### src/common/ooo_pkg.sv
`default_nettype none

package ooo_pkg;

    localparam int XLEN       = 32;
    localparam int ARCH_REGS  = 32;
    localparam int PHYS_REGS  = 64;
    localparam int ROB_DEPTH  = 16;
    localparam int DIV_STEPS  = 32;
    localparam int MUL_STEPS  = 32;
    localparam int TAG_W      = $clog2(PHYS_REGS);
    localparam int ROB_W      = $clog2(ROB_DEPTH);
    localparam int FREE_DEPTH = PHYS_REGS - ARCH_REGS; // tags outside the map
    localparam int FREE_W     = $clog2(FREE_DEPTH);
    localparam int STEP_W     = $clog2(MUL_STEPS > DIV_STEPS ? MUL_STEPS : DIV_STEPS);

    typedef logic [$clog2(ARCH_REGS)-1:0] arch_addr_t;
    typedef logic [TAG_W-1:0]             phys_tag_t;
    typedef logic [ROB_W-1:0]             rob_idx_t;
    typedef logic [XLEN-1:0]              word_t;

    typedef enum logic [3:0] {
        OP_ADD, OP_SUB, OP_AND, OP_OR, OP_XOR, OP_SLT, OP_SLTU,
        OP_MUL, OP_DIVU, OP_REMU
    } op_t;

    typedef enum logic [1:0] {UNIT_ALU, UNIT_MUL, UNIT_DIV} unit_t;

    // iterative unit sequencing
    typedef enum logic [1:0] {ST_IDLE, ST_RUN, ST_DONE} unit_state_t;

    typedef struct packed {
        op_t        op;
        arch_addr_t rd;
        arch_addr_t rs1;
        arch_addr_t rs2;
        logic       use_imm; // imm replaces rs2
        word_t      imm;
    } issue_op_t;

    typedef struct packed {
        phys_tag_t tag;
        logic      ready;
        word_t     value;
    } src_t;

    typedef struct packed {
        op_t       op;
        word_t     a;
        word_t     b;
        phys_tag_t dest;
        rob_idx_t  rob;
    } exec_op_t;

    typedef struct packed {
        logic      valid;
        phys_tag_t tag;
        rob_idx_t  rob;
        word_t     value;
    } cdb_t;

    typedef struct packed {
        arch_addr_t rd;
        word_t      value;
    } retire_t;

    function automatic unit_t op_unit(op_t op);
        case (op)
            OP_MUL:           return UNIT_MUL;
            OP_DIVU, OP_REMU: return UNIT_DIV;
            default:          return UNIT_ALU;
        endcase
    endfunction

endpackage

`default_nettype wire

### src/exec/div_unit.sv
`timescale 1ns/1ps
`default_nettype none

module div_unit (
    input  logic              clk,
    input  logic              reset,
    input  logic              start,
    input  ooo_pkg::exec_op_t exec_op,
    output logic              unit_idle,
    output logic              cdb_req,
    input  logic              cdb_grant,
    output ooo_pkg::cdb_t     result
);
    import ooo_pkg::*;

    unit_state_t       state;
    word_t             rem, quo, divisor;
    logic [XLEN:0]     rem_sh, diff;
    logic [STEP_W-1:0] step;
    logic              is_rem;
    phys_tag_t         dest_q;
    rob_idx_t          rob_q;

    // trial subtract, bit XLEN set means it went negative
    assign rem_sh = {rem, quo[XLEN-1]};
    assign diff   = rem_sh - {1'b0, divisor};

    assign cdb_req   = (state == ST_DONE);
    assign unit_idle = (state == ST_IDLE) || (cdb_req && cdb_grant);
    assign result    = cdb_t'{valid: cdb_req, tag: dest_q, rob: rob_q,
                              value: is_rem ? rem : quo};

    always_ff @(posedge clk) begin
        if (reset) begin
            state <= ST_IDLE;
        end else if (start) begin
            state <= ST_RUN;
        end else begin
            case (state)
                ST_RUN:  if (step == '0) state <= ST_DONE;
                ST_DONE: if (cdb_grant) state <= ST_IDLE;
                default: ;
            endcase
        end

        if (start) begin
            rem     <= '0;
            quo     <= exec_op.a;  // dividend shifts out as quotient shifts in
            divisor <= exec_op.b;
            is_rem  <= (exec_op.op == OP_REMU);
            step    <= STEP_W'(DIV_STEPS - 1);
            dest_q  <= exec_op.dest;
            rob_q   <= exec_op.rob;
        end else if (state == ST_RUN) begin
            // zero divisor never goes negative, so quo ends all ones, rem = dividend
            rem  <= diff[XLEN] ? rem_sh[XLEN-1:0] : diff[XLEN-1:0];
            quo  <= {quo[XLEN-2:0], ~diff[XLEN]};
            step <= STEP_W'(step - 1);
        end
    end

endmodule

`default_nettype wire

### config.mk
export PLATFORM = sky130hd
export DESIGN_NAME = div_unit
export DESIGN_NICKNAME = d
export VERILOG_FILES = /design/src/common/ooo_pkg.sv /design/src/exec/div_unit.sv
export SDC_FILE = /design/constraint.sdc
export NUM_CORES = 1
export LEC_CHECK = 0
export ABC_AREA = 1
export BUFFER_PORTS_ARGS = -buffer_cell sky130_fd_sc_hd__buf_2
export CORE_MARGIN = 10
export CORE_UTILIZATION = 42
export DETAILED_ROUTE_END_ITERATION = 8
export PLACE_DENSITY = 0.68
export SKIP_LAST_GASP = 1
export SLEW_MARGIN = 30
export SYNTH_ARGS = -nofsm -noshare
export SYNTH_HDL_FRONTEND = slang
export SYNTH_SLANG_ARGS = --single-unit
### constraint.sdc
create_clock -name clk -period 2.85 [get_ports clk]
set_input_delay 0.57 -clock clk [delete_from_list [all_inputs] [get_ports clk]]
set_output_delay 0.57 -clock clk [all_outputs]
set_load 0.1 [all_outputs]
* Yosys cells after proc, flatten, opt, wreduce, memory -nomap -nowiden
Cells that the tools add are included.
** Storage, ports and cells
- Register bits after elaboration :: 114
- Bits of input ports :: 82
- Output and inout port bits :: 45
** Cells by class
- Reductions and logical operators :: 10
- Mux-type cells :: 8
- Bitwise logic cells :: 1
- Add/subtract/negate cells :: 2
- Equality and inequality tests :: 7
** Operators with widths (count)
- two-way mux 32 bit :: 4
- subtractor 33 x 32 -> 33 bit :: 1
- AND reduction 3 bit :: 2
- logical NOT 5 bit :: 1
- subtractor 5 x 1 -> 5 bit, second input constant :: 1
- equality test 4 bit, second input constant :: 1
- two-way mux 2 bit :: 2
- one-hot mux 2 bit (2 select lines) :: 1
- nonzero test 2 bit :: 2
- inequality test 3 x 2 -> 1 bit, second input constant :: 1
- inequality test 3 bit, second input constant :: 1
- nonzero test 3 bit :: 1
- equality test 2 x 1 -> 1 bit, second input constant :: 1
- equality test 2 bit, second input constant :: 1
- logical NOT 2 bit :: 1
- inequality test 2 x 1 -> 1 bit, second input constant :: 1
- inequality test 2 bit, second input constant :: 1
- OR reduction 2 bit :: 1
- logical AND 1 bit :: 1
- logical OR 1 bit :: 1
- two-way mux 1 bit :: 1
- inverter 1 bit :: 1

* Longest topological paths before layout
Gate-level depths: netlist (run 1).
- Depth in word-level cells :: 4
- Depth in mapped cells :: 18
- Mapped depth without buffers :: 17

* Least setup slack after synthesis (run 1)
No wires, ideal clock.
- Path type :: register to output
- From :: register is_rem
- To :: output port result[23] (netlist bit)
- Arrival :: 2833 ps
- Cell stages (with the launch flop) :: 4
- Path slack :: -553 ps
- Path buffers :: 2
- Path through :: edfxtp_1 > clkbuf_1 > clkbuf_1 > o21ai_0
** RTL lines
- start: declaration :: line div_unit.sv:20 : logic is_rem;
- start signal: assignment :: line div_unit.sv:50 : is_rem <= (exec_op.op == OP_REMU);
- end: declaration :: line div_unit.sv:12 : output ooo_pkg::cdb_t result

* Worst setup path after layout (run 1)
- From :: register quo[31]
- To :: register quo[0], data pin
** Between the ends
- Word-level cells in the longest chain between the ends :: 4
** Ends and longest elaborated chain
- start: declaration :: line div_unit.sv:17 : word_t rem, quo, divisor;
- start signal: assignment :: line div_unit.sv:48 : quo <= exec_op.a;
- start signal: assignment :: line div_unit.sv:57 : quo <= {quo[XLEN-2:0], ~diff[XLEN]};
- subtractor 33 x 32 -> 33 bit :: line div_unit.sv:26 : assign diff = rem_sh - {1'b0, divisor};
- inverter 1 bit :: line div_unit.sv:57
- two-way mux 32 bit :: line div_unit.sv:54 : end else if (state == ST_RUN) begin
- two-way mux 32 bit :: line div_unit.sv:46 : if (start) begin
Every way passes these cells. The select of a mux whose other input is x is not followed.
A chain may end at the register's enable or synchronous reset.

==> impl_metrics.tcl, run 1 <==
set metrics [dict create \
    setup_viol 0 \
    rsz0062_at_grt "no" \
    cts_buffer_depth 2 \
    tightest_slew_ns 0.503 \
    drv_cap 0 \
    cts_resized 0 \
    cts_buffers 17 \
    grt-busiest-layer "met2" \
    post-route-drc-count 0 \
    via_per_inst 4.74 \
    yosys.area.top_type "edfxtp_1" \
    antenna_found_initial 0 \
    crit_chain "inv_1, ha_1, fa_1, inv_1, nand2_1, nand2_1, nand3_1, nand2_2, nand2_1, nand2_2, nand2_2, nand2_2, nand2_2, nand2_4, o21ai_0" \
    p_leak_nw 4.90 \
    port_buffers 126 \
    core_um2 18000 \
    drive_above_1_share_pct 15.0 \
    cp-start-kind "flip-flop" \
    final_nets 1370 \
    fin_skew_ns 0.00917 \
    crit_type "reg -> reg" \
    gr-total-overflow 0 \
    synth_most_common_cell "nand2_1" \
    r2r_slack_ns 0.29 \
    cts_setup_buffers 0 \
    use_met2_pct 26.8 \
    drt_iter0_drc 487 \
    regToRegEndpoint "quo[0]" \
    avgSynthCellArea_um2 6.79 \
    ys_types 36 \
    peakVddDrop_mv 0.434 \
    worstRegToRegCells 15 \
    use_met3_pct 4.71 \
    critPathArrivalTime_ns 2.72 \
    place_congestion 0.960 \
    num_rows 49 \
    antennaDiodeCount 0 \
    ys.flop_type "edfxtp_1" \
    vias 7071 \
    track_usage_pct 17.7 \
    crit_top_cell "nand2_2" \
    first_pass_iters 6 \
    io_pins 127 \
    synth_top_area_share_pct 29.5 \
    nFillCells 1807 \
    syn_to_final_growth_pct 18.9 \
    synth-async-reset-ratio_pct 0 \
    required_ns 3.01 \
    finalCritPeriodShare_pct 89.9 \
    post_dp_cell_area_um2 8480 \
    synth_common_cells "430 x nand2_1, 249 x inv_1, 75 x edfxtp_1, 72 x o21ai_0, 57 x nand3_1" \
    grt_util_met1_pct 24.2 \
    hp-start "exec_op[18]" \
    routed_wl_um 20900 \
    cts_tree "built" \
    r2r-start "quo[31]" \
    grt_pass1_wl_um 34600 \
    synthesis.nets 1245 \
    fin_area_um2 9090 \
    root_buffer "clkbuf_16" \
    postLayoutSetupSlackWorst_ns 0.289 \
    whs_ns 0.320 \
    cp-end-kind "flip-flop" \
    path_clk_slew_ns 0.06 \
    dieHeight_um 155 \
    synth_seq_cells 114 \
    initial_core_util_pct 42.6 \
    critPathMaxStageDelay_ns 0.42 \
    whs_endpoint "divisor[8]" \
    hold_viol_final 0 \
    dieArea_um2 24000 \
    clock_sinks 114 \
    cts_hold_buf 0 \
    timing.slew.headroom_pct 66.7 \
    grt_pass1_vias 6938 \
    synth_area_um2 7640 \
    synth-seq-area-share_pct 39.7 \
    synth_edf_count 75 \
    synth_area_leaders "edfxtp_1 29%, nand2_1 21%, inv_1 12%" \
    fmax_ghz 0.391 \
    drv_slew 0 \
    grt_max_degree 67 \
    insertion_delay_ns 0.43 \
    h-tree-depth 4 \
    status "completed" \
    holdPathStages 1 \
    fin_crit_ns 2.56 \
    ys_warn_count 0 \
    slowest_stage "fa_1" \
    hpwl_um 16400 \
    place_ws_ns 0.299 \
    syn_inst 1126 \
    antenna_left 0 \
    die_w_um 155 \
    hold_class "in -> reg" \
    critPathMaxFanout 33 \
    power.density_nw_per_um2 555 \
    wire_per_inst_um 14.0 \
]
where the power goes:
| part | leakage, nW | internal, mW | switching [mW] | total (mW) |
|---|---|---|---|---|
| clock | 0.286 | 1.38 | 0.835 | 2.22 |
| sequential | 1.06 | 1.88 | 0.0314 | 1.91 |
| combinational | 3.55 | 0.201 | 0.717 | 0.918 |
metrics by stage:
stage	power (mW)	cells	utilization [%]	TNS, ns
finish	5.05	1493	50.6	0
global route	5.24	1493	50.6	0
CTS	5.09	1493	50.6	0
detailed placement	2.87	1461	47.2	0
global placement	2.86	1461	47.2	0
floorplan	2.64	1126	-	-15.82
cell usage in the layout, fill, tap and decap left out, types with 10 or more instances in the layout:
cell / n
a21oi_1: 21
buf_2: 125
clkbuf_16: 17
dfxtp_1: 39
edfxtp_1: 75
ha_1: 36
inv_1: 249
nand2_1: 430
nand2_2: 12
nand3_1: 57
nor2_1: 46
nor3_1: 10
o21ai_0: 70
xnor2_1: 13
flip-flops by register name, summed over array words and instances, names as in the netlist:
| signal | count |
|---|---|
| divisor | 32 |
| quo | 32 |
| rem | 32 |
| dest_q | 6 |
| step | 5 |
| rob_q | 4 |
| state | 2 |
| is_rem | 1 |
critical path: cells and delay by family (launching register included):
kind / cells / cell delay (ns)
AND/OR/NAND/NOR: 10 / 1.04
AO/OA/AOI/OAI: 1 / 0.14
buffers and inverters: 2 / 0.15
flip-flops: 1 / 0.32
adder cells (fa/ha/maj): 2 / 0.65
per-layer routing:
layer  vias to the layer above  wire [um]
met3                        24       1220
met5                         -          0
met4                         0        293
li1                       3692          -
met1                      3180      10300
met2                       175       9070
how the worst max path moves through the flow:
stage	cells past startpoint	startpoint	slack, ns	endpoint
finish	15	quo[31]	0.29	quo[0]
global route	17	quo[31]	0.07	rem[21]
CTS	15	quo[31]	0.28	quo[0]
detailed placement	15	quo[31]	0.30	quo[0]
global placement	15	quo[31]	0.39	quo[0]
floorplan	3	is_rem	-0.55	result[23]
logic make-up after synthesis:
family	synth area share [%]
compound gates	6.92
xor+xnor	1.72
fa+ha+maj	6.15
buf+inv	14.5
flops	39.7
simple gates	31.1
layout make-up:
| type | count | area [um^2] | share of cell area (%) |
|---|---|---|---|
| multi-input combinational | 734 | 3510 | 38.6 |
| inverter | 251 | 942 | 10.4 |
| clock buffer | 17 | 425 | 4.68 |
| tap | 229 | 287 | 3.15 |
| clock inverter | 15 | 181 | 2.00 |
| sequential | 114 | 3030 | 33.4 |
| timing repair buffer | 133 | 711 | 7.82 |
Note: power is estimated with default switching activity, not from simulation.
==> run 2, diff against run 1 <==
ABC_AREA = unset   (was 1)
HOLD_SLACK_MARGIN = 0.03   (was unset)
PLACE_DENSITY = 0.69   (was 0.68)
==> run 2 against run 1 <==
Against the previous run: the run now ends with setup timing left; clock power up 3%; sequential share of layout area down 0.92 points; die area down 11%; critical endpoint unchanged; largest power group unchanged; highest routed layer is now met5.
==> impl_metrics.tcl, run 2 <==
set metrics [dict create \
    status "finished, violations left" \
    violations "setup timing" \
    cts_buffers 17 \
    drv_slew 0 \
    drt_iter0_drc 438 \
    regToRegEndpoint "quo[0]" \
    routed_wl_um 18100 \
    postLayoutSetupSlackWorst_ns -0.0142 \
    antenna_found_initial 1 \
    layout_common_cells "93 x buf_2, 75 x edfxtp_1, 63 x mux2_2" \
    final_common_cell "buf_2" \
    vias 5605 \
    hold_class "in -> reg" \
    internal_power_mw 4.14 \
    num_rows 46 \
    peakVddDrop_mv 0.464 \
    dp.cells 1005 \
    worstRegToRegCells 13 \
    core_um2 15700 \
    fin_crit_ns 2.86 \
    hpwl_um 13000 \
    ys_warn_count 0 \
    io_pins 127 \
    syn_to_final_growth_pct 39.9 \
    crit_start "quo[31]" \
    insertion_delay_ns 0.43 \
    synth_top_area_share_pct 33.7 \
    via_per_inst 5.33 \
    critPathArrivalTime_ns 3.04 \
    cts_buffer_depth 2 \
    ys.flop_type "edfxtp_1" \
    grt_max_degree 51 \
    h-tree-depth 4 \
    drive_above_1_share_pct 40.5 \
    crit_type "reg -> reg" \
    antennaDiodeCount 0 \
    seqPwrFrac_pct 32.2 \
    place_ws_ns -0.128 \
    combPwrFrac_pct 31.2 \
    synth_common_cells "75 x edfxtp_1, 66 x nand2_1, 63 x mux2_2, 46 x inv_1, 44 x nor2_1" \
    use_met2_pct 26.5 \
    reg_top3 "divisor: 32 flops, quo: 32 flops, rem: 32 flops" \
    syn_inst 655 \
    p_switching_mw 2.09 \
    fin_skew_ns 0.00692 \
    hold_viol_final 0 \
    critPathMaxFanout 7 \
    synth_most_common_cell "edfxtp_1" \
    finalCritPeriodShare_pct 100 \
    synth_area_leaders "edfxtp_1 34%, dfxtp_1 12%, mux2_2 11%" \
    die_w_um 146 \
    clockPowerShare_pct 36.6 \
    final_cells 1051 \
    grt_util_met1_pct 20.1 \
    p_leak_nw 3.94 \
    grt_pass1_vias 5696 \
    nFillCells 1289 \
    path_clk_slew_ns 0.06 \
    synth-async-reset-ratio_pct 0 \
    power.density_nw_per_um2 666 \
    wire_per_inst_um 17.2 \
    port_buffers 126 \
    avgSynthCellArea_um2 10.2 \
    rsz0062_at_grt "yes" \
    synthesis.nets 774 \
    ys_types 55 \
    initial_core_util_pct 42.5 \
    timing.slew.headroom_pct 51.9 \
    cp-start-kind "flip-flop" \
    yosys.area.top_type "edfxtp_1" \
    dieHeight_um 146 \
    crit_path_end "quo[0]" \
    antenna_left 0 \
    tightest_slew_ns 0.710 \
    required_ns 3.03 \
    root_buffer "clkbuf_16" \
    post-route-drc-count 0 \
    synth-seq-area-share_pct 45.4 \
    drv_cap 0 \
    synth_seq_cells 114 \
    r2r-start "quo[31]" \
    synth_edf_count 75 \
    clock_sinks 114 \
    gr-total-overflow 0 \
    use_met3_pct 5.47 \
    sw_frac_of_total_pct 33.5 \
    cp-end-kind "flip-flop" \
    place_congestion 0.871 \
    r2r_slack_ns -0.01 \
    track_usage_pct 16.4 \
    grt-busiest-layer "met2" \
    final_nets 941 \
    first_pass_iters 5 \
    grt_pass1_wl_um 28600 \
    setup_viol 1 \
    dieArea_um2 21400 \
    synth_area_um2 6680 \
    fmax_ghz 0.349 \
    cts_tree "built" \
]
-- run 2: stage by stage --
stage               utilization [%]  hold slack, ns  TNS [ns]  instance area (um^2)  power (mW)
floorplan                         -           0.461         0                  6680        3.25
global placement               52.7           0.486  -0.00833                  8280        3.84
detailed placement             52.7           0.478    -0.976                  8280        3.86
CTS                            57.8           0.298    -0.550                  9090        6.19
global route                   59.5           0.299     -2.70                  9350        6.48
finish                         59.5           0.316   -0.0142                  9350        6.23
-- run 2: worst max-delay path, stage by stage (launching register included) --
cell and delay, ns:
edfxtp_1 0.37, inv_2 0.06, ha_4 0.16, fa_2 0.34, nor2b_2 0.14, o311a_1 0.19, o21ai_2 0.07, a211oi_2 0.30
o21a_1 0.26, nor3_4 0.08, buf_6 0.16, buf_8 0.13, buf_6 0.11, mux2_2 0.24
-- run 2: layout make-up --
cell class                      count  area [um^2]  area share, %
Inverter                           46          173           1.85
Timing Repair Buffer              184         1660           17.7
Multi-Input combinational cell    459         3580           38.3
Clock buffer                       17          425           4.55
Tap cell                          216          270           2.89
Sequential cell                   114         3030           32.4
Clock inverter                     15          206           2.21
-- run 2: what timing repair did --
| item | 4_1_cts | 5_1_grt |
|---|---|---|
| endpoints found under the hold margin | 0 | 0 |
| setup endpoints to repair | 31 | 33 |
| gates cloned | 1 | 1 |
| hold buffers | 0 | 0 |
| resized for setup | 28 | 52 |
| buffers inserted | 7 | 5 |
| pin swaps | 23 | 29 |
-- run 2: kinds of logic after synthesis --
| group | share of synthesized area, % |
|---|---|
| AOI/OAI and AO/OA | 15.9 |
| xor gates and xnor gates | 3.67 |
| adders and majority gates | 7.04 |
| buffers and inverters | 4.89 |
| DFF | 45.4 |
| muxes | 10.6 |
| and+or+nand+nor | 12.5 |
-- run 2: layer usage --
| metal | up-vias | wire length, um |
|---|---|---|
| met1 | 2631 | 7960 |
| met3 | 34 | 1150 |
| met4 | 2 | 323 |
| met5 | - | 13 |
| met2 | 179 | 8640 |
| li1 | 2759 | - |
-- run 2: power by group through the flow --
stage,combinational [mW],sequential [mW],clock (mW)
after floorplan,1.15,2.10,0
after global placement,1.81,2.03,0
after detailed placement,1.82,2.04,0
after CTS,1.87,2.00,2.32
after global routing,2.06,2.02,2.39
final,1.94,2.01,2.28
-- run 2: how the worst min path moves through the flow --
stage	depth (start not counted)	startpoint	to
after CTS	1	exec_op[23]	divisor[13]
after floorplan	2	step[3]	step[3]
after global placement	2	step[3]	step[3]
after global routing	1	exec_op[12]	divisor[2]
after detailed placement	2	step[3]	step[3]
final	1	exec_op[23]	divisor[13]
