<file path="src/common/ooo_pkg.sv">
`default_nettype none

package ooo_pkg;

    localparam int XLEN       = 32;
    localparam int ARCH_REGS  = 32;
    localparam int PHYS_REGS  = 64;
    localparam int ROB_DEPTH  = 16;
    localparam int DIV_STEPS  = 32;
    localparam int MUL_STEPS  = 32;
    localparam int TAG_W      = $clog2(PHYS_REGS);
    localparam int ROB_W      = $clog2(ROB_DEPTH);
    localparam int FREE_DEPTH = PHYS_REGS - ARCH_REGS; // tags outside the map
    localparam int FREE_W     = $clog2(FREE_DEPTH);
    localparam int STEP_W     = $clog2(MUL_STEPS > DIV_STEPS ? MUL_STEPS : DIV_STEPS);

    typedef logic [$clog2(ARCH_REGS)-1:0] arch_addr_t;
    typedef logic [TAG_W-1:0]             phys_tag_t;
    typedef logic [ROB_W-1:0]             rob_idx_t;
    typedef logic [XLEN-1:0]              word_t;

    typedef enum logic [3:0] {
        OP_ADD, OP_SUB, OP_AND, OP_OR, OP_XOR, OP_SLT, OP_SLTU,
        OP_MUL, OP_DIVU, OP_REMU
    } op_t;

    typedef enum logic [1:0] {UNIT_ALU, UNIT_MUL, UNIT_DIV} unit_t;

    // iterative unit sequencing
    typedef enum logic [1:0] {ST_IDLE, ST_RUN, ST_DONE} unit_state_t;

    typedef struct packed {
        op_t        op;
        arch_addr_t rd;
        arch_addr_t rs1;
        arch_addr_t rs2;
        logic       use_imm; // imm replaces rs2
        word_t      imm;
    } issue_op_t;

    typedef struct packed {
        phys_tag_t tag;
        logic      ready;
        word_t     value;
    } src_t;

    typedef struct packed {
        op_t       op;
        word_t     a;
        word_t     b;
        phys_tag_t dest;
        rob_idx_t  rob;
    } exec_op_t;

    typedef struct packed {
        logic      valid;
        phys_tag_t tag;
        rob_idx_t  rob;
        word_t     value;
    } cdb_t;

    typedef struct packed {
        arch_addr_t rd;
        word_t      value;
    } retire_t;

    function automatic unit_t op_unit(op_t op);
        case (op)
            OP_MUL:           return UNIT_MUL;
            OP_DIVU, OP_REMU: return UNIT_DIV;
            default:          return UNIT_ALU;
        endcase
    endfunction

endpackage

`default_nettype wire

</file>
<file path="src/exec/mul_unit.sv">
`timescale 1ns/1ps
`default_nettype none

module mul_unit (
    input  logic              clk,
    input  logic              reset,
    input  logic              start,
    input  ooo_pkg::exec_op_t exec_op,
    output logic              unit_idle,
    output logic              cdb_req,
    input  logic              cdb_grant,
    output ooo_pkg::cdb_t     result
);
    import ooo_pkg::*;

    unit_state_t       state;
    word_t             mcand, mplier, acc, acc_next;
    logic [STEP_W-1:0] step;
    phys_tag_t         dest_q;
    rob_idx_t          rob_q;

    assign acc_next  = mplier[0] ? acc + mcand : acc;
    assign cdb_req   = (state == ST_DONE);
    assign unit_idle = (state == ST_IDLE) || (cdb_req && cdb_grant);
    assign result    = cdb_t'{valid: cdb_req, tag: dest_q, rob: rob_q, value: acc};

    always_ff @(posedge clk) begin
        if (reset) begin
            state <= ST_IDLE;
        end else if (start) begin
            state <= ST_RUN;
        end else begin
            case (state)
                ST_RUN:  if (step == '0) state <= ST_DONE;
                ST_DONE: if (cdb_grant) state <= ST_IDLE;
                default: ;
            endcase
        end

        if (start) begin
            acc    <= '0;
            mcand  <= exec_op.a;
            mplier <= exec_op.b;
            step   <= STEP_W'(MUL_STEPS - 1);
            dest_q <= exec_op.dest;
            rob_q  <= exec_op.rob;
        end else if (state == ST_RUN) begin
            acc    <= acc_next;
            mcand  <= mcand << 1;  // bits above XLEN never reach the low word
            mplier <= mplier >> 1;
            step   <= STEP_W'(step - 1);
        end
    end

endmodule

`default_nettype wire

</file>
<file path="config.mk">
export PLATFORM = sky130hd
export DESIGN_NAME = mul_unit
export DESIGN_NICKNAME = d
export VERILOG_FILES = /design/src/common/ooo_pkg.sv /design/src/exec/mul_unit.sv
export SDC_FILE = /design/constraint.sdc
export NUM_CORES = 1
export LEC_CHECK = 0
export ABC_CLOCK_PERIOD_IN_PS = 2890
export BUFFER_PORTS_ARGS = -buffer_cell sky130_fd_sc_hd__buf_4
export CAP_MARGIN = 5
export CELL_PAD_IN_SITES_DETAIL_PLACEMENT = 1
export CELL_PAD_IN_SITES_GLOBAL_PLACEMENT = 1
export CORE_MARGIN = 5
export CORE_UTILIZATION = 43
export CTS_CLUSTER_SIZE = 14
export DETAILED_ROUTE_END_ITERATION = 12
export PLACE_DENSITY = 0.79
export SLEW_MARGIN = 25
export SYNTH_ARGS = -nofsm -noshare
export SYNTH_HDL_FRONTEND = slang
export SYNTH_SLANG_ARGS = --single-unit
</file>
<file path="constraint.sdc">
create_clock -name clk -period 2.89 [get_ports clk]
set_input_delay 0.4335 -clock clk [delete_from_list [all_inputs] [get_ports clk]]
set_output_delay 0.4335 -clock clk [all_outputs]
set_load 0.005 [all_outputs]
</file>
# Word-level counts from Yosys, hierarchy flattened
# Cells that the tools add are included.
# word_totals
register_bits,113
in_bits,82
out_inout_bits,45
wordCells,35
# op_classes
n_addsub,2
eq_ne,6
mux,8
n_reduce_logical,11
# ops
op,count
$mux W32,4
$add A32 B32 Y32,1
$reduce_and A3 Y1,2
$logic_not A5 Y1,1
$sub A5 B1 Y5 const B,1
$mux W2,2
$pmux W2 S2,1
$reduce_bool A2 Y1,2
$ne A3 B2 Y1 const B,1
$ne A3 B3 Y1 const B,1
$reduce_bool A3 Y1,1
$eq A2 B1 Y1 const B,1
$eq A2 B2 Y1 const B,1
$logic_not A2 Y1,1
$ne A2 B1 Y1 const B,1
$ne A2 B2 Y1 const B,1
$reduce_and A2 Y1,1
$reduce_or A2 Y1,1
$logic_and A1 B1 Y1,1
$logic_or A1 B1 Y1,1
$mux W1,1

# Longest topological paths before layout
# Gate-level depths: netlist (run 1).
# depth
ltp_word,4
mapped_depth,9
mapped_depth_nobuf,9

# Worst setup path after synthesis (run 1)
# OpenSTA, ideal clock, no wires.
# synth_path
path_kind,input -> register
from,input port start
to,register mcand[0] (enable)
setup_ps,394
t_arrival_ps,2122
t_required_ps,2496
path_slack_ps,374
path_stages,4
path_buffers,3
cell_sequence,clkbuf_1 clkbuf_1 clkbuf_1 or2_2
# synth_between
elab_chain_cells,1
# synth_rtl
element,line_no,source
from (decl),mul_unit.sv:7,"input logic start,"
$reduce_bool A2 Y1 (no line),-,
to (signal assigned),mul_unit.sv:42,mcand <= exec_op.a;
to (signal assigned),mul_unit.sv:49,mcand <= mcand << 1;
to (decl),mul_unit.sv:17,"word_t mcand, mplier, acc, acc_next;"
# No other way between the ends.
# A chain may end at the register's enable or synchronous reset.

# Worst setup path in the final report (run 1)
# layout_path
from,register mcand[0]
to,register acc[18]
# layout_between
elab_chain_cells,1
# layout_rtl
element,line_no,source
$add A32 B32 Y32,mul_unit.sv:22,assign acc_next = mplier[0] ? acc + mcand : acc;
to (signal assigned),mul_unit.sv:48,acc <= acc_next;
to (decl),mul_unit.sv:17,
# No other way between the ends.

==> reports/qor.yml, run 1 <==
cts:
  cts.sinks: 113
  cts.hold.buffers_added: 0
  clock-root-buffer: "clkbuf_16"
  htreeDepth: 4
  ctsResizeCount: 0
  path_clk_slew_ps: 60
  cts_buffer_depth: 2
  cts_made_buffers: 17
  clock_latency_ps: 420
  postCtsSetupBuffers: 0
  cts_tree: "done"
place:
  port_buffers: 122
  place.gp.congestion: 0.852
  placedInstanceArea_mm2: 0.00737
  placed_cells: 876
  dp_slack_ps: 256
  hpwl_um: 12500
finish:
  seqCellArea_mm2: 0.00300
  final_util_pct: 54.9
  multi_input_area_mm2: 0.00306
  fin_area_mm2: 0.00792
  drive_above_1_share_pct: 33.4
  area.growth.synth_to_final_pct: 26.5
  antennaDiodeCount: 0
  fillCellCount: 1567
  stdcell_count: 908
  final_net_count: 830
route:
  vias: 5149
  ant_nets: 0
  via_per_inst: 5.67
  avgRoutedWirePerCell_um: 19.4
  drt_iter0_drc: 263
  drc: 0
  finalWirelength_um: 17600
  drt-pass1-iter-count: 4
critical_path:
  worst_path_max_delay_cell: "fa_1"
  cp_max_fo: 3
  endpoint_kind: "flip-flop"
  cp_slowest_stage_delay_ps: 420
  crit_buf_inv: 1
  path_cells: "ha_1 > fa_1 > a21oi_1 > o21ai_1 > a21oi_1 > o21ai_1 > buf_4 > a31oi_1 > or3_1 > nand3_1"
  worstSetupPathType: "reg -> reg"
  cp_data_arrival_time_ps: 2980
  path_delay_family: "compound AO/OA/AOI/OAI gates"
  startpoint_type: "flip-flop"
  required_ps: 3190
timing:
  slew-limit-headroom_pct: 50.6
  period_needed_ps: 2680
  drv_slew: 0
  hold_slack_ps: 182
  setup-violations-final: 0
  period_share_pct: 92.7
  rsz0062_at_grt: "false"
  max_freq_mhz: 373
  fin_ws_ps: 212
  hold_viol: 0
  timing.setup.tns_ps: 0
  clock_skew_ps: 8.91
  worst_pin_slew_ps: 740
floorplanning:
  die-area_mm2: 0.0171
  dieHeight_um: 131
  num_rows: 44
  die_w_um: 131
  start_util_pct: 43.4
  pin_count: 127
  coreArea_mm2: 0.0144
synthesis:
  ys_seq_area_share_pct: 48.0
  ys.flop_type: "edfxtp_1"
  synth_edf_count: 74
  synth_seq_cells: 113
  syn_area_per_cell_um2: 10.8
  synth_nets: 701
  yosysWarnings: 0
  ys_async_sr_fraction_pct: 0
  synth.cell_area_mm2: 0.00626
  syn_inst: 582
  ys_types: 57
global_routing:
  grt_max_degree: 46
  grt_util_met1_pct: 24.3
  first_global_vias: 5595
  grt-busiest-layer: "met2"
  grt_pass1_wl_um: 27800
  antenna_found_initial: 0
  grt_util_met2_pct: 37.8
  groute.usage.overall_pct: 21.1
  gr-total-overflow: 0
  met3_usage_pct: 4.84
power_and_ir_drop:
  power_density_mw_per_mm2: 627
  power_mw: 4.96
  ir_worst_vdd_mv: 0.331
  p_leak_nw: 3.32
job:
  drv_cap: 0
outcome:
  status: "complete, no violations"
hold_path:
  hold_class: "in -> reg"
## cell usage after synthesis, types with 4 or more instances
| cell | count | share of area [%] |
|---|---|---|
| o211ai_1 | 11 | 1.3 |
| nand4_1 | 12 | 1.2 |
| a21oi_1 | 55 | 4.4 |
| a21o_1 | 12 | 1.4 |
| inv_1 | 12 | 0.72 |
| buf_1 | 4 | 0.24 |
| o21bai_1 | 4 | 0.48 |
| xnor2_1 | 11 | 1.5 |
| a31oi_1 | 8 | 0.80 |
| nand2_1 | 63 | 3.8 |
| nand3_1 | 24 | 1.9 |
| dfxtp_1 | 39 | 12 |
| xor2_1 | 8 | 1.1 |
| and3_1 | 6 | 0.60 |
| nor3_1 | 10 | 0.80 |
| clkbuf_1 | 14 | 0.84 |
| o21ai_0 | 23 | 1.8 |
| or3_1 | 6 | 0.60 |
| edfxtp_1 | 74 | 36 |
| and2_1 | 4 | 0.40 |
| nor2_1 | 27 | 1.6 |
| mux2_2 | 62 | 11 |
| or4_1 | 6 | 0.72 |
| buf_6 | 5 | 0.90 |
| ha_1 | 36 | 7.2 |
## metal layers
layer	share of wire (%)	wire length (um)	vias up
li1	-	-	2451
met1	41	7270	2537
met2	52	9210	128
met3	4.2	745	33
met4	2.4	417	0
met5	0	0	-
## placed cells by master, fill, tap and decap left out, drive strengths merged, types with 5 or more instances in the layout
cell type | Yosys | layout
nand2 | 64 | 64
xnor2 | 11 | 11
a31oi | 8 | 8
ha | 36 | 36
dfxtp | 39 | 39
buf | 12 | 137
a21o | 12 | 12
or4 | 6 | 6
nand4 | 12 | 12
and3 | 7 | 7
or3 | 6 | 6
o21ai | 26 | 26
inv | 12 | 19
mux2 | 62 | 62
o211ai | 12 | 12
a21oi | 56 | 56
xor2 | 8 | 8
nand3 | 24 | 24
clkinv | 0 | 5
nor3 | 10 | 10
clkbuf | 15 | 17
nor2 | 27 | 27
edfxtp | 74 | 74
## cell type report
cell class / instances / share of cell area [%]
timing repair buffer: 137 / 13.0
tap: 184 / 2.91
sequential: 113 / 37.9
inverter: 12 / 0.569
multi-input combinational: 430 / 38.7
clock buffer: 17 / 5.37
clock inverter: 15 / 1.58
## cells by family after synthesis
group	share of synthesized area, %
adders and majority gates	7.52
and+or+nand+nor	13.8
buffers and inverters	3.10
muxes	11.5
DFF	48.0
xor gates and xnor gates	2.66
AOI/OAI and AO/OA	13.5
## flip-flops by register name, indices dropped and copies added, names as in the netlist
signal and count:
rob_q 4, mplier 32, state 2, dest_q 6
mcand 32, step 5, acc 32
## worst register-to-register path, cell delays in order, from the launching register on
cell	delay, ps
edfxtp_1	400
ha_1	250
fa_1	420
a21oi_1	210
o21ai_1	120
a21oi_1	350
o21ai_1	190
buf_4	180
a31oi_1	240
or3_1	140
nand3_1	60
## worst paths after layout
check                                end  startpoint  cells past startpoint  slack [ps]
worst max register to register   acc[18]    mcand[0]                     10         210
worst min-delay path            state[1]       reset                      2         180
worst max-delay path             acc[18]    mcand[0]                     10         210
worst min register to register   acc[15]     acc[15]                      2         480
## power breakdown
| part | total [mW] | switching [mW] | internal, mW |
|---|---|---|---|
| clock | 1.98 | 0.861 | 1.12 |
| combinational | 0.985 | 0.538 | 0.446 |
| sequential | 2.00 | 0.0921 | 1.91 |
| total | 4.96 | 1.49 | 3.47 |
No activity file was read; power rests on OpenSTA's default activity.
==> inputs of run 2 (changes only) <==
- BUFFER_PORTS_ARGS: -buffer_cell sky130_fd_sc_hd__buf_4 -> -buffer_cell sky130_fd_sc_hd__buf_2
- CAP_MARGIN: 5 -> 0
- CTS_CLUSTER_DIAMETER: not set -> 120
==> run 2 against run 1 <==
Compared with the run above:
- first-iteration DRC count shrank 4.6%
- sequential share of layout area grew 1.1 points
- critical path depth grew 1
- highest routed layer unchanged
- clock-buffer cell count grew 1
==> reports/qor.yml, run 2 (same netlist as run 1, synthesis figures left out) <==
outcome:
  status: "complete, no violations"  # unchanged
cts:
  clock-root-buffer: "clkbuf_16"  # unchanged
  cts.sinks: 113  # unchanged
  cts_buffer_depth: 2  # unchanged
  path_clk_slew_ps: 60  # about the same
  clock_latency_ps: 420  # about the same
  postCtsSetupBuffers: 0  # unchanged
  cts.hold.buffers_added: 0  # unchanged
  htreeDepth: 4  # unchanged
  cts_tree: "done"  # unchanged
  ctsResizeCount: 0  # unchanged
  cts_made_buffers: 17  # unchanged
power_and_ir_drop:
  swShare_pct: 28.1  # was 30.0%
  pwr-share-clk_pct: 42.7  # was 39.9%
  switching_power_mw: 1.44  # was 1.49 mW
  p_leak_nw: 3.27  # was 3.32 nW
  pwr-share-comb_pct: 18.1  # was 19.8%
  p_seq_share_pct: 39.2  # was 40.3%
  power_density_mw_per_mm2: 664  # was 627 mW/mm2
  internal-power_mw: 3.67  # was 3.47 mW
  ir_worst_vdd_mv: 0.480  # was 0.331 mV
route:
  ant_nets: 0  # unchanged
  finalWirelength_um: 17000  # was 17600 um
  via_per_inst: 5.58  # was 5.67
  drt_iter0_drc: 251  # was 263
  drt-pass1-iter-count: 4  # unchanged
  vias: 5060  # was 5149
  avgRoutedWirePerCell_um: 18.7  # was 19.4 um
  drc: 0  # unchanged
critical_path:
  endpoint_kind: "flip-flop"  # unchanged
  worstSetupPathType: "reg -> reg"  # unchanged
  required_ps: 3250  # was 3190 ps
  cp_data_arrival_time_ps: 3070  # was 2980 ps
  worstReg2RegStart: "acc[0]"  # was mcand[0]
  cp_max_fo: 6  # was 3
  startpoint_type: "flip-flop"  # unchanged
  crit_start: "acc[0]"  # was mcand[0]
floorplanning:
  pin_count: 127  # unchanged
  coreArea_mm2: 0.0144  # unchanged
  start_util_pct: 43.4  # unchanged
  num_rows: 44  # unchanged
  die_w_um: 131  # unchanged
  dieHeight_um: 131  # unchanged
  die-area_mm2: 0.0171  # unchanged
timing:
  setup-violations-final: 0  # unchanged
  hold_viol: 0  # unchanged
  worst_pin_slew_ps: 523  # was 740 ps
  drv_slew: 0  # unchanged
  slew-limit-headroom_pct: 65.1  # was 50.6%
  period_needed_ps: 2710  # was 2680 ps
  clock_skew_ps: 9.74  # was 8.91 ps
  max_freq_mhz: 369  # was 373 MHz
  period_share_pct: 93.7  # was 92.7%
  timing.setup.tns_ps: 0  # unchanged
  hold_slack_ps: 186  # was 182 ps
  rsz0062_at_grt: "false"  # unchanged
finish:
  seqCellArea_mm2: 0.00300  # unchanged
  layout_commonest_cell: "buf_2"  # was buf_4
  area.growth.synth_to_final_pct: 22.9  # was 26.5%
  most-common-layout-cells: "buf_2, edfxtp_1, nand2_1, mux2_2, a21oi_1"  # was buf_4, edfxtp_1, nand2_1, mux2_2, a21oi_1
  top_regs: "acc (32), mcand (32), mplier (32)"  # unchanged
  final_net_count: 829  # was 830
  fillCellCount: 1628  # was 1567
  antennaDiodeCount: 0  # unchanged
  multi_input_area_mm2: 0.00306  # unchanged
  drive_above_1_share_pct: 33.2  # was 33.4%
global_routing:
  antenna_found_initial: 0  # unchanged
  gr-total-overflow: 0  # unchanged
  groute.usage.overall_pct: 20.4  # was 21.1%
  first_global_vias: 5424  # was 5595
  grt_pass1_wl_um: 27200  # was 27800 um
  grt_max_degree: 74  # was 46
place:
  port_buffers: 122  # unchanged
  place.gp.congestion: 0.826  # was 0.852
  hpwl_um: 12100  # was 12500 um
job:
  drv_cap: 0  # unchanged
hold_path:
  hold_class: "in -> reg"  # unchanged
  hp-start: "reset"  # unchanged
run 2: cell count changes in the layout (fill, tap and decap cells not counted), sizes merged:
cell / change
bufinv: +3
inv: -3
buf: -1
clkbuf: +1
clkinvlp: -1
run 2: stage by stage:
step	instance area [um2]	worst slack, ps	total power [mW]	util (%)	instances
CTS	7690	202	5.16	53.3	907
floorplan	6260	374	2.65	-	582
detailed placement	7080	262	2.95	49.1	875
finish	7690	182	5.11	53.3	907
global placement	7080	305	2.90	49.1	875
global route	7690	29.5	5.34	53.3	907
run 2: final timing paths:
| check | to | cells past startpoint | slack, ps |
|---|---|---|---|
| min reg2reg | acc[5] | 2 | 480 |
| min | state[0] | 2 | 190 |
| max | acc[26] | 11 | 180 |
| max reg2reg | acc[26] | 11 | 180 |
run 2: power groups by stage:
stage / logic [mW] / clock network (mW) / registers [mW]
after detailed placement: 0.919 / 0 / 2.03
after CTS: 0.933 / 2.23 / 2.00
after global routing: 1.03 / 2.29 / 2.02
final: 0.927 / 2.18 / 2.00
after global placement: 0.881 / 0 / 2.02
after floorplan: 0.640 / 0 / 2.01
run 2: area by class of cell:
cell class,instances,share of cell area (%)
inverter,12,0.586
sequential,113,39.0
multi-input combinational,430,39.8
clock inverter,14,2.34
timing repair buffer,136,9.66
tap,184,2.99
clock buffer,18,5.58
run 2: metal layers:
layer	up-vias	part of all wire (%)	track usage, %
met1	2505	42	24.3
met5	-	0	0
met3	16	3.9	4.84
met2	95	53	36.3
met4	0	1.4	6.47
li1	2444	-	-
run 2: critical path, stage by stage, from the launching register on:
cell and delay [ps]:
dfxtp_1 370, ha_1 230, fa_1 240, a21oi_1 120
o21ai_1 210, a21oi_1 100, buf_4 160, o21ai_1 350
a21boi_1 110, buf_4 180, or4_1 500, nand3_1 70
==> inputs of run 3 (changes only) <==
- CORE_MARGIN: 5 -> 1
- GPL_TIMING_DRIVEN: not set -> 0
- SLEW_MARGIN: 25 -> not set
==> run 3 against run 2 <==
Compared with the run above:
- clock skew shrank 0.93 ps
- final cell count grew 1.2%
- sequential cell count is the same
- sequential power is essentially flat
- setup slack lost 89 ps
- power grew 4.0%
- register-to-register slack lost 90 ps
- critical path type unchanged
==> reports/qor.yml, run 3 (same netlist as run 1, synthesis figures left out) <==
global_routing:
  grt_pass1_wl_um: 28400  # was 27200 um
  first_global_vias: 5512  # was 5424
  antenna_found_initial: 0  # unchanged
  groute.usage.overall_pct: 25.1  # was 20.4%
  gr-total-overflow: 0  # unchanged
  grt_max_degree: 33  # was 74
timing:
  rsz0062_at_grt: "true"  # was false
  setup-violations-final: 0  # unchanged
  period_needed_ps: 2800  # was 2710 ps
  fin_ws_ps: 93.6  # was 182 ps
  slew-limit-headroom_pct: 34.9  # was 65.1%
  clock_skew_ps: 8.81  # was 9.74 ps
  worst_pin_slew_ps: 973  # was 523 ps
  timing.setup.tns_ps: 0  # unchanged
  max_freq_mhz: 358  # was 369 MHz
  period_share_pct: 96.8  # was 93.7%
  hold_viol: 0  # unchanged
  hold_slack_ps: 187  # was 186 ps
  drv_slew: 0  # unchanged
cts:
  clock_latency_ps: 420  # about the same
  cts_tree: "done"  # unchanged
  cts_buffer_depth: 2  # unchanged
  htreeDepth: 4  # unchanged
  path_clk_slew_ps: 60  # about the same
  cts_made_buffers: 17  # unchanged
  clock-root-buffer: "clkbuf_16"  # unchanged
  cts.sinks: 113  # unchanged
floorplanning:
  start_util_pct: 44.6  # was 43.4%
  die-area_mm2: 0.0150  # was 0.0171 mm2
  dieHeight_um: 123  # was 131 um
  pin_count: 127  # unchanged
  coreArea_mm2: 0.0140  # was 0.0144 mm2
  num_rows: 43  # was 44
  die_w_um: 123  # was 131 um
route:
  ant_nets: 0  # unchanged
  avgRoutedWirePerCell_um: 19.8  # was 18.7 um
  finalWirelength_um: 18200  # was 17000 um
  vias: 5178  # was 5060
  drc: 0  # unchanged
  drt-pass1-iter-count: 4  # unchanged
  via_per_inst: 5.64  # was 5.58
  drt_iter0_drc: 262  # was 251
critical_path:
  path_cells: "ha_1 > fa_1 > a21oi_1 > o21ai_1 > a21oi_2 > o211ai_2 > a21oi_1 > or4_1 > nand3_1"  # was ha_1 > fa_1 > a21oi_1 > o21ai_1 > a21oi_1 > buf_4 > o21ai_1 > a21boi_1 > buf_4 > or4_1 > nand3_1
  cp_common_cell: "a21oi_1"
  startpoint_type: "flip-flop"  # unchanged
  crit_buf_inv: 0  # was 2
  cp_max_fo: 4  # was 6
  worstReg2RegStart: "mcand[0]"  # was acc[0]
  worstSetupPathType: "reg -> reg"  # unchanged
  regToRegSetupSlack_ps: 90  # was 180 ps
  worst_path_max_delay_cell: "a21oi_1"  # was or4_1
  crit_start: "mcand[0]"  # was acc[0]
  path_delay_family: "compound AO/OA/AOI/OAI gates"  # unchanged
  cp_data_arrival_time_ps: 3100  # was 3070 ps
  endpoint_kind: "flip-flop"  # unchanged
  required_ps: 3190  # was 3250 ps
  cp_slowest_stage_delay_ps: 440  # was 500 ps
finish:
  antennaDiodeCount: 0  # unchanged
  fillCellCount: 1586  # was 1628
  top_regs: "acc (32), mcand (32), mplier (32)"  # unchanged
  drive_above_1_share_pct: 31.8  # was 33.2%
  final_util_pct: 55.3  # was 53.3%
  final_net_count: 844  # was 829
  layout_commonest_cell: "buf_2"  # unchanged
  area.growth.synth_to_final_pct: 24.1  # was 22.9%
  most-common-layout-cells: "buf_2, edfxtp_1, nand2_1, mux2_2, a21oi_1"  # unchanged
hold_path:
  hp-start: "exec_op[8]"  # was reset
  hold_class: "in -> reg"  # unchanged
power_and_ir_drop:
  power_mw: 5.31  # was 5.11 mW
  p_leak_nw: 3.30  # was 3.27 nW
  power_density_mw_per_mm2: 684  # was 664 mW/mm2
  ir_worst_vdd_mv: 0.487  # was 0.480 mV
place:
  dp_slack_ps: -521  # was 262 ps
  port_buffers: 122  # unchanged
  hpwl_um: 12800  # was 12100 um
  place.gp.congestion: 0.864  # was 0.826
outcome:
  status: "complete, no violations"  # unchanged
job:
  drv_cap: 0  # unchanged
==> run 3: cell types whose count changed in the layout (fill, tap and decap cells not counted), sizes merged <==
cell / previous run / this run
clkbuf: 18 / 33
inv: 16 / 12
bufinv: 3 / 6
clkinv: 5 / 7
buf: 136 / 135
clkinvlp: 2 / 1
or2: 1 / 2
==> run 3: worst paths after layout <==
path | endpoint | depth (start not counted)
worst min-delay path | dest_q[4] | 1
worst max register to register | acc[28] | 9
worst min register to register | acc[7] | 2
worst max-delay path | acc[28] | 9
==> run 3: layout make-up <==
| cell class | count | area, um2 | area share [%] |
|---|---|---|---|
| clock buffers | 18 | 429 | 5.53 |
| flip-flops and latches | 113 | 3000 | 38.7 |
| well taps | 180 | 225 | 2.90 |
| multi-input cells | 431 | 3080 | 39.7 |
| plain buffers | 27 | 149 | 1.92 |
| inverters | 12 | 45.0 | 0.580 |
| clock inverters | 14 | 218 | 2.80 |
| repair buffers | 123 | 618 | 7.96 |
==> run 3: per-layer routing <==
metal	vias to the layer above	part of all wire [%]	wire, um	GRT usage, %
met1	2556	41	7490	28.6
li1	2482	-	-	-
met4	0	1.8	321	10.1
met3	29	3.9	708	5.86
met2	111	53	9630	44.8
met5	-	0	0	0
==> run 3: where the power goes <==
part           total (mW)  internal, mW  switching (mW)
clock                2.34          1.60           0.743
sequential           2.00          1.91          0.0925
combinational       0.972         0.406           0.566
total                5.31          3.91            1.40
==> run 3: timing repair <==
action                     CTS  global route
gates resized for setup      3             0
hold buffers                 0             0
pin swaps                    1             2
setup buffers                0             1
cloned                       1             0
setup endpoints to repair   70             5
hold endpoints to repair     0             0
==> run 3: stage by stage <==
step,cells,instance area [um2]
2_1_floorplan,582,6260
3_3_place_gp,884,7090
3_5_place_dp,884,7100
4_1_cts,917,7760
5_1_grt,918,7770
6_report,918,7770
